===== config.mk =====
export PLATFORM = sky130hd
export DESIGN_NAME = hello_top
export DESIGN_NICKNAME = d
export VERILOG_FILES = /design/src/source/hello_pkg.sv /design/src/source/hello_top.sv /design/src/source/hello_writer.sv /design/src/source/hello_ctrl.sv /design/src/source/hello_csr.sv
export VERILOG_INCLUDE_DIRS = /design/src /design/src/source
export SDC_FILE = /design/constraint.sdc
export NUM_CORES = 1
export LEC_CHECK = 0
export BUFFER_PORTS_ARGS = -buffer_cell sky130_fd_sc_hd__buf_4
export CAP_MARGIN = 25
export CORE_AREA = 2 2 268 270
export CTS_CLUSTER_DIAMETER = 50
export DETAILED_ROUTE_END_ITERATION = 8
export DIE_AREA = 0 0 270 272
export HOLD_SLACK_MARGIN = 0.06
export RECOVER_POWER = 50
export SYNTH_ARGS = -nofsm -noshare
export SYNTH_HDL_FRONTEND = slang
export SYNTH_SLANG_ARGS = --single-unit

===== constraint.sdc =====
create_clock -name clk -period 1.8 [get_ports clk]
set_clock_uncertainty 0.05 [all_clocks]
set_input_delay 0.09 -clock clk [delete_from_list [all_inputs] [get_ports clk]]
set_output_delay 0.09 -clock clk [all_outputs]
set_load 0.005 [all_outputs]

===== src/source/hello_settings.svh =====
/*
 * Hello accelerator settings
 * Bus widths, the accelerator identifier and the greeting line pattern
 */

`ifndef HELLO_SETTINGS_SVH
`define HELLO_SETTINGS_SVH

// Host memory side, addressed in whole 512-bit lines
`define HELLO_MEM_ADDR_WIDTH 32
`define HELLO_LINE_WIDTH 512

// MMIO side, addressed in 64-bit words
`define HELLO_MMIO_ADDR_WIDTH 4
`define HELLO_MMIO_DATA_WIDTH 64

// Line count register and line index width
`define HELLO_COUNT_WIDTH 8

// Identifier that host software matches before it uses the block
`define HELLO_AFU_ID 128'h3f9e2a6b_c41d_4e87_a05b_7d2c19e06f34

// "Hello world!" in ASCII, first character in the lowest byte
`define HELLO_GREETING_WIDTH 96
`define HELLO_GREETING 96'h21646c72_6f77206f_6c6c6548

`endif

===== src/source/hello_pkg.sv =====
/*
 * Hello accelerator package
 * Data types, FSM states and MMIO register indices
 */

`include "hello_settings.svh"

package hello_pkg;

    // Width-sized data types
    typedef logic [`HELLO_MEM_ADDR_WIDTH-1:0] t_mem_addr;
    typedef logic [`HELLO_LINE_WIDTH-1:0] t_line;
    typedef logic [`HELLO_MMIO_DATA_WIDTH-1:0] t_mmio_data;
    typedef logic [`HELLO_MMIO_ADDR_WIDTH-1:0] t_mmio_addr;
    typedef logic [`HELLO_COUNT_WIDTH-1:0] t_count;

    // Job control states
    typedef enum logic [0:0]
    {
        STATE_IDLE,
        STATE_RUN
    } t_state;

    // Read space, the first five words form the device feature list entry
    typedef enum logic [`HELLO_MMIO_ADDR_WIDTH-1:0]
    {
        CSR_DFH    = 0,
        CSR_ID_L   = 1,
        CSR_ID_H   = 2,
        CSR_RSVD0  = 3,
        CSR_RSVD1  = 4,
        CSR_STATUS = 5
    } t_csr_index;

    // Write space is decoded on its own and reuses the low indices
    typedef enum logic [`HELLO_MMIO_ADDR_WIDTH-1:0]
    {
        CSR_MEM_ADDR   = 0,
        CSR_LINE_COUNT = 1
    } t_csr_wr_index;

endpackage


===== src/source/hello_top.sv =====
/*
 * Hello accelerator top level
 * Connects the MMIO register block, the job control and the write engine
 */

module hello_top import hello_pkg::*;
(
    input  logic       clk,
    input  logic       reset_n,

    // Host MMIO port
    input  logic       mmio_read,
    input  logic       mmio_write,
    input  t_mmio_addr mmio_address,
    input  t_mmio_data mmio_writedata,
    output logic       mmio_readdatavalid,
    output t_mmio_data mmio_readdata,
    output logic       mmio_writeresponsevalid,

    // Host memory write channel
    input  logic       wr_waitrequest,
    output logic       wr_write,
    output t_mem_addr  wr_address,
    output t_line      wr_writedata
);

    // Job parameters from the register block
    logic      start;
    t_mem_addr job_addr;
    t_count    job_count;

    // Status and strobes between control and the write engine
    logic      busy;
    t_count    lines_written;
    logic      load;
    logic      run;
    logic      line_accepted;

    hello_csr hello_csr_inst
    (
        .clk                     (clk),
        .reset_n                 (reset_n),
        .mmio_read               (mmio_read),
        .mmio_write              (mmio_write),
        .mmio_address            (mmio_address),
        .mmio_writedata          (mmio_writedata),
        .mmio_readdatavalid      (mmio_readdatavalid),
        .mmio_readdata           (mmio_readdata),
        .mmio_writeresponsevalid (mmio_writeresponsevalid),
        .busy                    (busy),
        .lines_written           (lines_written),
        .start                   (start),
        .job_addr                (job_addr),
        .job_count               (job_count)
    );

    hello_ctrl hello_ctrl_inst
    (
        .clk           (clk),
        .reset_n       (reset_n),
        .start         (start),
        .job_count     (job_count),
        .line_accepted (line_accepted),
        .load          (load),
        .run           (run),
        .busy          (busy),
        .lines_written (lines_written)
    );

    hello_writer hello_writer_inst
    (
        .clk            (clk),
        .reset_n        (reset_n),
        .load           (load),
        .run            (run),
        .job_addr       (job_addr),
        .wr_waitrequest (wr_waitrequest),
        .wr_write       (wr_write),
        .wr_address     (wr_address),
        .wr_writedata   (wr_writedata),
        .line_accepted  (line_accepted)
    );

endmodule


===== src/source/hello_writer.sv =====
/*
 * Hello memory write engine
 * Formats greeting lines and walks consecutive host line addresses
 */

`include "hello_settings.svh"

module hello_writer import hello_pkg::*;
(
    input  logic      clk,
    input  logic      reset_n,

    // Job control
    input  logic      load,
    input  logic      run,
    input  t_mem_addr job_addr,

    // Write request channel to host memory
    input  logic      wr_waitrequest,
    output logic      wr_write,
    output t_mem_addr wr_address,
    output t_line     wr_writedata,

    output logic      line_accepted
);

    t_count line_index;

    // One line is always on offer while the job runs
    assign wr_write = run;

    // Handshake completes when the memory is not stalling
    assign line_accepted = wr_write && !wr_waitrequest;

    // ==================================================
    // Address and index counters
    // ==================================================

    // Both hold still under waitrequest, which keeps the request stable
    always_ff @(posedge clk)
    begin
        if (!reset_n)
        begin
            wr_address <= '0;
            line_index <= '0;
        end
        else if (load)
        begin
            wr_address <= job_addr;
            line_index <= '0;
        end
        else if (line_accepted)
        begin
            wr_address <= wr_address + 1'b1;
            line_index <= line_index + 1'b1;
        end
    end

    // Greeting in the low bytes, line index in the top byte
    always_comb
    begin
        wr_writedata = '0;
        wr_writedata[`HELLO_GREETING_WIDTH-1:0] = `HELLO_GREETING;
        wr_writedata[`HELLO_LINE_WIDTH-1 -: `HELLO_COUNT_WIDTH] = line_index;
    end

endmodule


===== src/source/hello_ctrl.sv =====
/*
 * Hello job control
 * FSM that counts accepted lines and ends the job after the last one
 */

module hello_ctrl import hello_pkg::*;
(
    input  logic   clk,
    input  logic   reset_n,

    // Job launch and length from the register block
    input  logic   start,
    input  t_count job_count,

    // One strobe per line taken by host memory
    input  logic   line_accepted,

    output logic   load,
    output logic   run,
    output logic   busy,
    output t_count lines_written
);

    t_state state;
    logic   last_line;

    // A start is honoured only from idle
    assign load = start && (state == STATE_IDLE);

    assign run  = (state == STATE_RUN);
    assign busy = (state != STATE_IDLE);

    // Count holds lines minus one, so the final acceptance is seen
    // while the running total still equals it
    assign last_line = line_accepted && (lines_written == job_count);

    // ==================================================
    // State and line counter
    // ==================================================

    always_ff @(posedge clk)
    begin
        if (!reset_n)
        begin
            state         <= STATE_IDLE;
            lines_written <= '0;
        end
        else
        begin
            case (state)
                STATE_IDLE:
                begin
                    if (load)
                    begin
                        state         <= STATE_RUN;
                        lines_written <= '0;
                    end
                end
                STATE_RUN:
                begin
                    if (line_accepted)
                    begin
                        lines_written <= lines_written + 1'b1;
                    end
                    // Total stays readable in status after the job ends
                    if (last_line)
                    begin
                        state <= STATE_IDLE;
                    end
                end
                default:
                begin
                    state <= STATE_IDLE;
                end
            endcase
        end
    end

endmodule


===== src/source/hello_csr.sv =====
/*
 * Hello MMIO register block
 * Answers host reads, acknowledges writes and raises the job start
 */

`include "hello_settings.svh"

module hello_csr import hello_pkg::*;
(
    input  logic       clk,
    input  logic       reset_n,

    // Host MMIO port, every request is taken in its own cycle
    input  logic       mmio_read,
    input  logic       mmio_write,
    input  t_mmio_addr mmio_address,
    input  t_mmio_data mmio_writedata,
    output logic       mmio_readdatavalid,
    output t_mmio_data mmio_readdata,
    output logic       mmio_writeresponsevalid,

    // Job status from the control FSM
    input  logic       busy,
    input  t_count     lines_written,

    // Job parameters towards control and the write engine
    output logic       start,
    output t_mem_addr  job_addr,
    output t_count     job_count
);

    // ==================================================
    // Write decode
    // ==================================================

    logic       addr_write;
    logic       count_write;
    t_mem_addr  mem_addr_q;
    t_mmio_data status_word;

    assign addr_write  = mmio_write && (mmio_address == CSR_MEM_ADDR);
    assign count_write = mmio_write && (mmio_address == CSR_LINE_COUNT);

    // Only an address write made while idle launches a job
    assign start = addr_write && !busy;

    // The write engine samples the address in the start cycle itself,
    // so the incoming data is forwarded past the register
    assign job_addr = addr_write ? t_mem_addr'(mmio_writedata) : mem_addr_q;

    // Registers are frozen for the whole job
    always_ff @(posedge clk)
    begin
        if (!reset_n)
        begin
            mem_addr_q <= '0;
            job_count  <= '0;
        end
        else if (!busy)
        begin
            if (addr_write)
            begin
                mem_addr_q <= t_mem_addr'(mmio_writedata);
            end
            // Count holds lines minus one
            if (count_write)
            begin
                job_count <= t_count'(mmio_writedata);
            end
        end
    end

    // Write response one cycle after the request, busy or not
    always_ff @(posedge clk)
    begin
        if (!reset_n)
        begin
            mmio_writeresponsevalid <= 1'b0;
        end
        else
        begin
            mmio_writeresponsevalid <= mmio_write;
        end
    end

    // ==================================================
    // Read response
    // ==================================================

    // Bit 0 is busy, bits 15:8 count the lines of the current job
    always_comb
    begin
        status_word       = '0;
        status_word[0]    = busy;
        status_word[15:8] = lines_written;
    end

    always_ff @(posedge clk)
    begin
        if (!reset_n)
        begin
            mmio_readdatavalid <= 1'b0;
        end
        else
        begin
            mmio_readdatavalid <= mmio_read;
        end
    end

    // Read data is payload and follows the address every cycle
    always_ff @(posedge clk)
    begin
        case (t_csr_index'(mmio_address))
            CSR_DFH:
            begin
                // Feature type AFU, sole and last entry of the list
                mmio_readdata        <= '0;
                mmio_readdata[63:60] <= 4'h1;
                mmio_readdata[40]    <= 1'b1;
            end
            CSR_ID_L:   mmio_readdata <= 64'(`HELLO_AFU_ID);
            CSR_ID_H:   mmio_readdata <= 64'(`HELLO_AFU_ID >> 64);
            CSR_STATUS: mmio_readdata <= status_word;
            // Reserved words and anything unmapped read as zero
            default:    mmio_readdata <= '0;
        endcase
    end

endmodule


==> results of run 1 <==
[how the worst max path moves through the flow]
stage / startpoint / to / slack (ps) / depth (start not counted)
floorplan: hello_writer_inst.wr_address[0]$_SDFFE_PN0P_ / hello_writer_inst.wr_address[30]$_SDFFE_PN0P_ / -60 / 7
global placement: hello_writer_inst.wr_address[0]$_SDFFE_PN0P_ / hello_writer_inst.wr_address[28]$_SDFFE_PN0P_ / -140 / 6
detailed placement: hello_writer_inst.wr_address[0]$_SDFFE_PN0P_ / hello_writer_inst.wr_address[26]$_SDFFE_PN0P_ / -150 / 6
CTS: hello_writer_inst.wr_address[0]$_SDFFE_PN0P_ / hello_writer_inst.wr_address[28]$_SDFFE_PN0P_ / -110 / 6
global route: hello_writer_inst.wr_address[0]$_SDFFE_PN0P_ / hello_writer_inst.wr_address[28]$_SDFFE_PN0P_ / -190 / 6
finish: hello_writer_inst.wr_address[0]$_SDFFE_PN0P_ / hello_writer_inst.wr_address[12]$_SDFFE_PN0P_ / -90 / 7
[critical path: stages, from the launching register on]
cell      delay [ps]
dfxtp_2          330
ha_1             140
nand3b_1         100
or4_4            560
buf_4            190
nor3_2           160
xnor2_1          140
a21oi_1           80
[metrics by stage]
| stage | setup WS [ps] | setup TNS (ps) | util (%) |
|---|---|---|---|
| after floorplan | -56.5 | -117 | - |
| after global placement | -141 | -470 | 11.1 |
| after detailed placement | -148 | -660 | 11.1 |
| after CTS | -115 | -1290 | 12.2 |
| after global routing | -192 | -2650 | 12.1 |
| final | -87.1 | -471 | 12.1 |
[routing by layer]
metal	wire [um]	track usage (%)
met4	301	2.02
met2	9100	7.25
met5	16	0
met1	8960	6.82
met3	2900	2.87
[cells in the final DEF (no fill, tap or decap), drive strengths merged, types with 2 or more instances in the layout]
cell type      n
xnor2         35
or3            2
inv           11
nand2         51
dfxtp         73
buf          130
o211ai         2
nor4           9
a21oi         46
conb         514
nor2b          4
nor2          21
nand4         15
diode          5
and2           5
dlygate4sd3   41
and4           4
o21a           2
a211oi         4
nand3         22
and3          10
clkbuf        75
ha             3
nor3          15
xor2          13
o21ai         25
clkinvlp       2
[what timing repair did]
item	CTS	global route
buffers inserted	1	2
gates resized for setup	10	23
hold endpoints to repair	55	1
endpoints found under the setup margin	12	32
pin swaps	2	6
hold buffers	41	1
[state kept, by name, indices dropped and copies added, names as in the netlist]
register,flops
hello_csr_inst.mmio_readdata,14
hello_csr_inst.mmio_readdatavalid,1
hello_ctrl_inst.busy,1
hello_writer_inst.line_index,8
hello_csr_inst.mmio_writeresponsevalid,1
hello_writer_inst.wr_address,32
hello_csr_inst.job_count,8
hello_ctrl_inst.lines_written,8
[report_power, final]
part	leakage, nW	internal [mW]	switching, mW
Combinational	3.23	0.220	0.456
Clock	0.146	1.10	0.893
Sequential	0.593	1.64	0.0195
[final cells by class]
| class | count | area (um^2) |
|---|---|---|
| sequential | 73 | 1470 |
| clock buffer | 9 | 225 |
| fill | 8176 | 62200 |
| clock inverter | 7 | 85.1 |
| multi-input combinational | 812 | 3810 |
| inverter | 8 | 30.0 |
| timing repair buffer | 237 | 1760 |
| antenna | 5 | 12.5 |
| tap | 950 | 1190 |
[cell families after synthesis]
logic type | Yosys count | share of synthesized area [%]
buffers and inverters | 585 | 57.1
other | 2 | 0.0998
AOI/OAI and AO/OA | 84 | 6.07
DFF | 73 | 19.4
and+or+nand+nor | 163 | 11.2
xor gates and xnor gates | 48 | 5.59
adders and majority gates | 3 | 0.499
==> metrics.txt, run 1 <==
Clock Latency Late Sink 380 ps; layout cells sized above 1 18.3%; GR Overflow Total 0; end of the worst hold path hello_ctrl_inst.lines_written[1]$_SDFFE_PN0P_; count of cell types in the netlist 41; vias in the first global route 3762; Syn Inst Count 958; Seq/Total Area, Yosys 19.4%; GPL Wtd Cong 0.755; clock sink count 73; HPWL Detailed 18.0 mm; I/O pin cnt 684; EDFF count, synth 0; Main synth FF type dfxtp_1; period utilisation layout 105%; total core area 70800 um^2; CP Data Required Time 2000 ps; Non-Filler Instances 2101; Die Wd between 200 and 300 um; Buffers on Ports 137; Vias 4988; worst hold path class in -> reg; placed insts 2036; cell row count 98; Critical Path Start Type register; Worst-Margin Slew 571 ps; Avg Cell Area, Syn 7.86 um^2; top cells by count, synth buf_4, dfxtp_1, nand2_1; PnR Total Power ~4.3 mW; worst rel slew slack 61.9%; worst reg2reg endpoint hello_writer_inst.wr_address[12]$_SDFFE_PN0P_; TritonCTS clock tree done; root buffer cell clkbuf_16; final slew viol count 0; worst hold start wr_waitrequest; Worst R2R Start hello_writer_inst.wr_address[0]$_SDFFE_PN0P_; failing checks negative setup slack; Worst setup EP type register; min cycle time layout 1890 ps; status finished with violations; largest net degree at the start of global routing 37; #FFs+latches synth 73; total CTS buffers 9; RSZ-0062 raised after global routing yes; share of the synthesized area in the top cell type 55.5%; Hold Path Depth 6; Async SR Flop Fraction 0%; Cell Pwr Density 505 nW/um^2; number of max-cap violations 0; Starting Density 10.6%; Tot GR Track Use 5.28%; CP Max Fanout 11; initial DRC count 128; clock-pin slew of the registers on the worst-case setup and hold paths 70 ps; first-pass GRT wire length ~27 mm; area grow syn2layout 14.0%; Final Setup Violations 9; Clock H-tree levels 3; die footprint 73400 um^2; r2r setup slk -90 ps; main area contributors after synthesis buf_4, dfxtp_1, xnor2_1; Peak supply drop 0.325 mV; Ys Warns 0; final instance area 8580 um^2; Setup Crit Path Kind reg -> reg; DR DRC count 0; Final Hold Violating Endpoints 0; routed len/inst 10.1 um; total wire length ~21 mm; initial antenna violation count 7; final hold slack ~230 ps; fin worst setup slack -87.1 ps; most numerous cell in the Yosys netlist buf_4; DR pass1 iterations 4; most area-hungry cell type in the Yosys netlist buf_4; clk buf depth 2; Area after DPL just under 8000 um^2; Netlist Area Pre-Place approximately 7500 um^2; Leak 3.97 nW; reg2reg path depth 7; Post-DRT Antenna Nets 0; Die H 272 um; vias per cell 2.37; fmax 0.530 GHz; final net count 1217; Critical Path AT 2090 ps
(Power assumes the default switching activity.)
==> inputs of run 2 (changes only) <==
--- a/config.mk
+++ b/config.mk
@@ -8,10 +8,10 @@
 export LEC_CHECK = 0
 export BUFFER_PORTS_ARGS = -buffer_cell sky130_fd_sc_hd__buf_4
 export CAP_MARGIN = 25
-export CORE_AREA = 2 2 268 270
+export CORE_AREA = 2 2 263 265
 export CTS_CLUSTER_DIAMETER = 50
 export DETAILED_ROUTE_END_ITERATION = 8
-export DIE_AREA = 0 0 270 272
+export DIE_AREA = 0 0 265 267
 export HOLD_SLACK_MARGIN = 0.06
 export RECOVER_POWER = 50
 export SYNTH_ARGS = -nofsm -noshare
==> constraint.sdc (replaced) <==
create_clock -name clk -period 2.2 [get_ports clk]
set_clock_uncertainty 0.05 [all_clocks]
set_input_delay 0.11 -clock clk [delete_from_list [all_inputs] [get_ports clk]]
set_output_delay 0.11 -clock clk [all_outputs]
set_load 0.005 [all_outputs]
==> run 2 against run 1 <==
Net effect: the flow now finishes without violations; sequential share of layout area increased by 0.90 points; global-route usage increased by 0.18 points; sequential power decreased by 17%; combinational power decreased by 22%; wire length decreased by 0.97%; sequential cell count unchanged; via count decreased by 2.5%; final area decreased by 5.3%; critical path depth decreased by 2; critical path type unchanged; largest power group unchanged.
==> metrics.txt, run 2 (synthesis gave the netlist of run 1 again) <==
Setup Crit Path Kind reg -> reg; CTS-repair resized insts 0 (-10); Final Setup Violations 0 (-9); CP Max Fanout 12 (+1); Critical Path AT 2260 ps (+170 ps); HPWL Detailed 17.5 mm (-2.8%); vias in the first global route 3569 (-5.1%); vias per cell 2.44 (+2.6%); clock sink count 73 (unchanged); root buffer cell clkbuf_16; sequential power share 38.5% (about the same); clock-pin slew of the registers on the worst-case setup and hold paths 70 ps (about the same); Peak supply drop 0.367 mV (+13%); cell row count 96 (-2.0%); Leak 3.75 nW (-5.4%); period utilisation layout 93.3% (-12 points); total CTS buffers 9 (unchanged); Tot GR Track Use 5.47% (+0.18 points); # hold bufs at CTS 38 (-7.3%); # fillers 7936 (-2.9%); final slew viol count 0 (unchanged); Die Wd 265 um (-1.9%); Worst-Margin Slew 685 ps (+114 ps); CP Data Required Time 2400 ps (+400 ps); DR pass1 iterations 4 (unchanged); total core area 68000 um^2 (-3.9%); Switching Fraction 32.2% (+0.61 points); GR Overflow Total 0 (unchanged); Final Hold Violating Endpoints 0 (unchanged); Clock Latency Late Sink 380 ps (about the same); Die H 267 um (-1.8%); setup TNS 0 ps (+471 ps); clk buf depth 2 (unchanged); number of max-cap violations 0 (unchanged); final net count 1184 (-2.7%); die footprint 70800 um^2 (-3.7%); routed len/inst 10.6 um (+4.2%); fmax 0.487 GHz (-8.1%); Vias 4865 (-2.5%); initial antenna violation count 4 (-3); min cycle time layout 2050 ps (+166 ps); Post-DRT Antenna Nets 0 (unchanged); commonest non-fill, non-tap cell in the layout conb_1; final instance area 8130 um^2 (-5.3%); Cell Pwr Density 437 nW/um^2 (-13%); Area after DPL 7550 um^2 (-3.7%); TritonCTS clock tree done; worst hold path class in -> reg; Comb pwr share 14.8% (-0.8 points); Starting Density 11.1% (+0.43 points); final hold slack 82.9 ps (-150 ps); placed insts 1941 (-4.7%); Buffers on Ports 137 (unchanged); Clock H-tree levels 3 (unchanged); largest net degree at the start of global routing 57 (+54%); Non-Filler Instances 1997 (-5.0%); initial DRC count 144 (+13%); Biggest register hello_writer_inst.wr_address; Psw 1.14 mW (-16%); layout cells sized above 1 15.1% (-3.2 points); Worst setup EP type register; clock share of power 46.7% (+0.7 points); P_int 2.41 mW (-19%); commonest cells after routing, fill and taps aside conb_1, buf_4, dfxtp_1, nand2_1, a21oi_1; PnR Total Power 3.56 mW (-18%); worst rel slew slack 54.3% (-7.6 points); Critical Path Start Type register; first-pass GRT wire length 26.4 mm (-2.7%); DR DRC count 0 (unchanged); Largest regs hello_writer_inst.wr_address: 32 flops, hello_csr_inst.mmio_readdata: 14 flops; GPL Wtd Cong 0.738 (-2.3%); area grow syn2layout 8.03%; post-CTS setup buffers 0 (-1); max reg flops 32 (unchanged); status finished clean; RSZ-0062 raised after global routing no; I/O pin cnt 684 (unchanged); total wire length 21.1 mm (-0.97%)
## run 2: changes by cell type in the layout (fill, tap and decap cells not counted), moves of 4 or more
cell and change:
nor4_1 +7, buf_6 -4, clkbuf_1 -7, clkbuf_4 +14
nor4_2 -4, buf_4 -30
## run 2: final cells by class
type	instances	area [um^2]	share of cell area, %
multi-input combinational	812	3700	45.5
timing repair buffer	204	1530	18.8
sequential	73	1460	18.0
tap	882	1100	13.6
clock buffer	9	225	2.77
clock inverter	7	83.8	1.03
inverter	8	30.0	0.369
antenna	2	5.00	0.0615
## run 2: worst paths after layout
path	from	endpoint	slack [ps]	cells after the start
max	hello_writer_inst.wr_address[6]$_SDFFE_PN0P_	hello_writer_inst.wr_address[28]$_SDFFE_PN0P_	150	5
min	reset_n	hello_writer_inst.wr_address[30]$_SDFFE_PN0P_	80	3
max reg2reg	hello_writer_inst.wr_address[6]$_SDFFE_PN0P_	hello_writer_inst.wr_address[28]$_SDFFE_PN0P_	150	5
min reg2reg	hello_csr_inst.job_count[1]$_SDFFE_PN0P_	hello_csr_inst.job_count[1]$_SDFFE_PN0P_	430	2
## run 2: metrics by stage
step | setup slack (ps) | utilization [%]
6_report | 147 | 12.0
4_1_cts | 130 | 12.1
3_3_place_gp | 168 | 11.1
2_1_floorplan | 290 | -
3_5_place_dp | 151 | 11.1
5_1_grt | 4.26 | 12.0
## run 2: routing by layer
metal	GRT usage, %	vias up	wire length, um
met2	7.84	327	9240
met1	7.09	2203	9150
met5	0	-	20
met3	2.32	15	2310
li1	-	2316	-
met4	2.34	4	353
## run 2: worst max-delay path: stages (launching register included)
cell and delay [ps]:
dfxtp_1 430, nand4_2 130, or4_4 670, nor4_1 400, xnor2_1 170, a21oi_1 80
## run 2: power groups by stage
stage               Sequential, mW  Clock (mW)  Combinational (mW)
floorplan                     1.40           0               0.962
global placement              1.40           0               0.466
detailed placement            1.40           0               0.468
CTS                           1.37        1.79               0.531
global route                  1.37        1.80               0.615
finish                        1.37        1.66               0.527
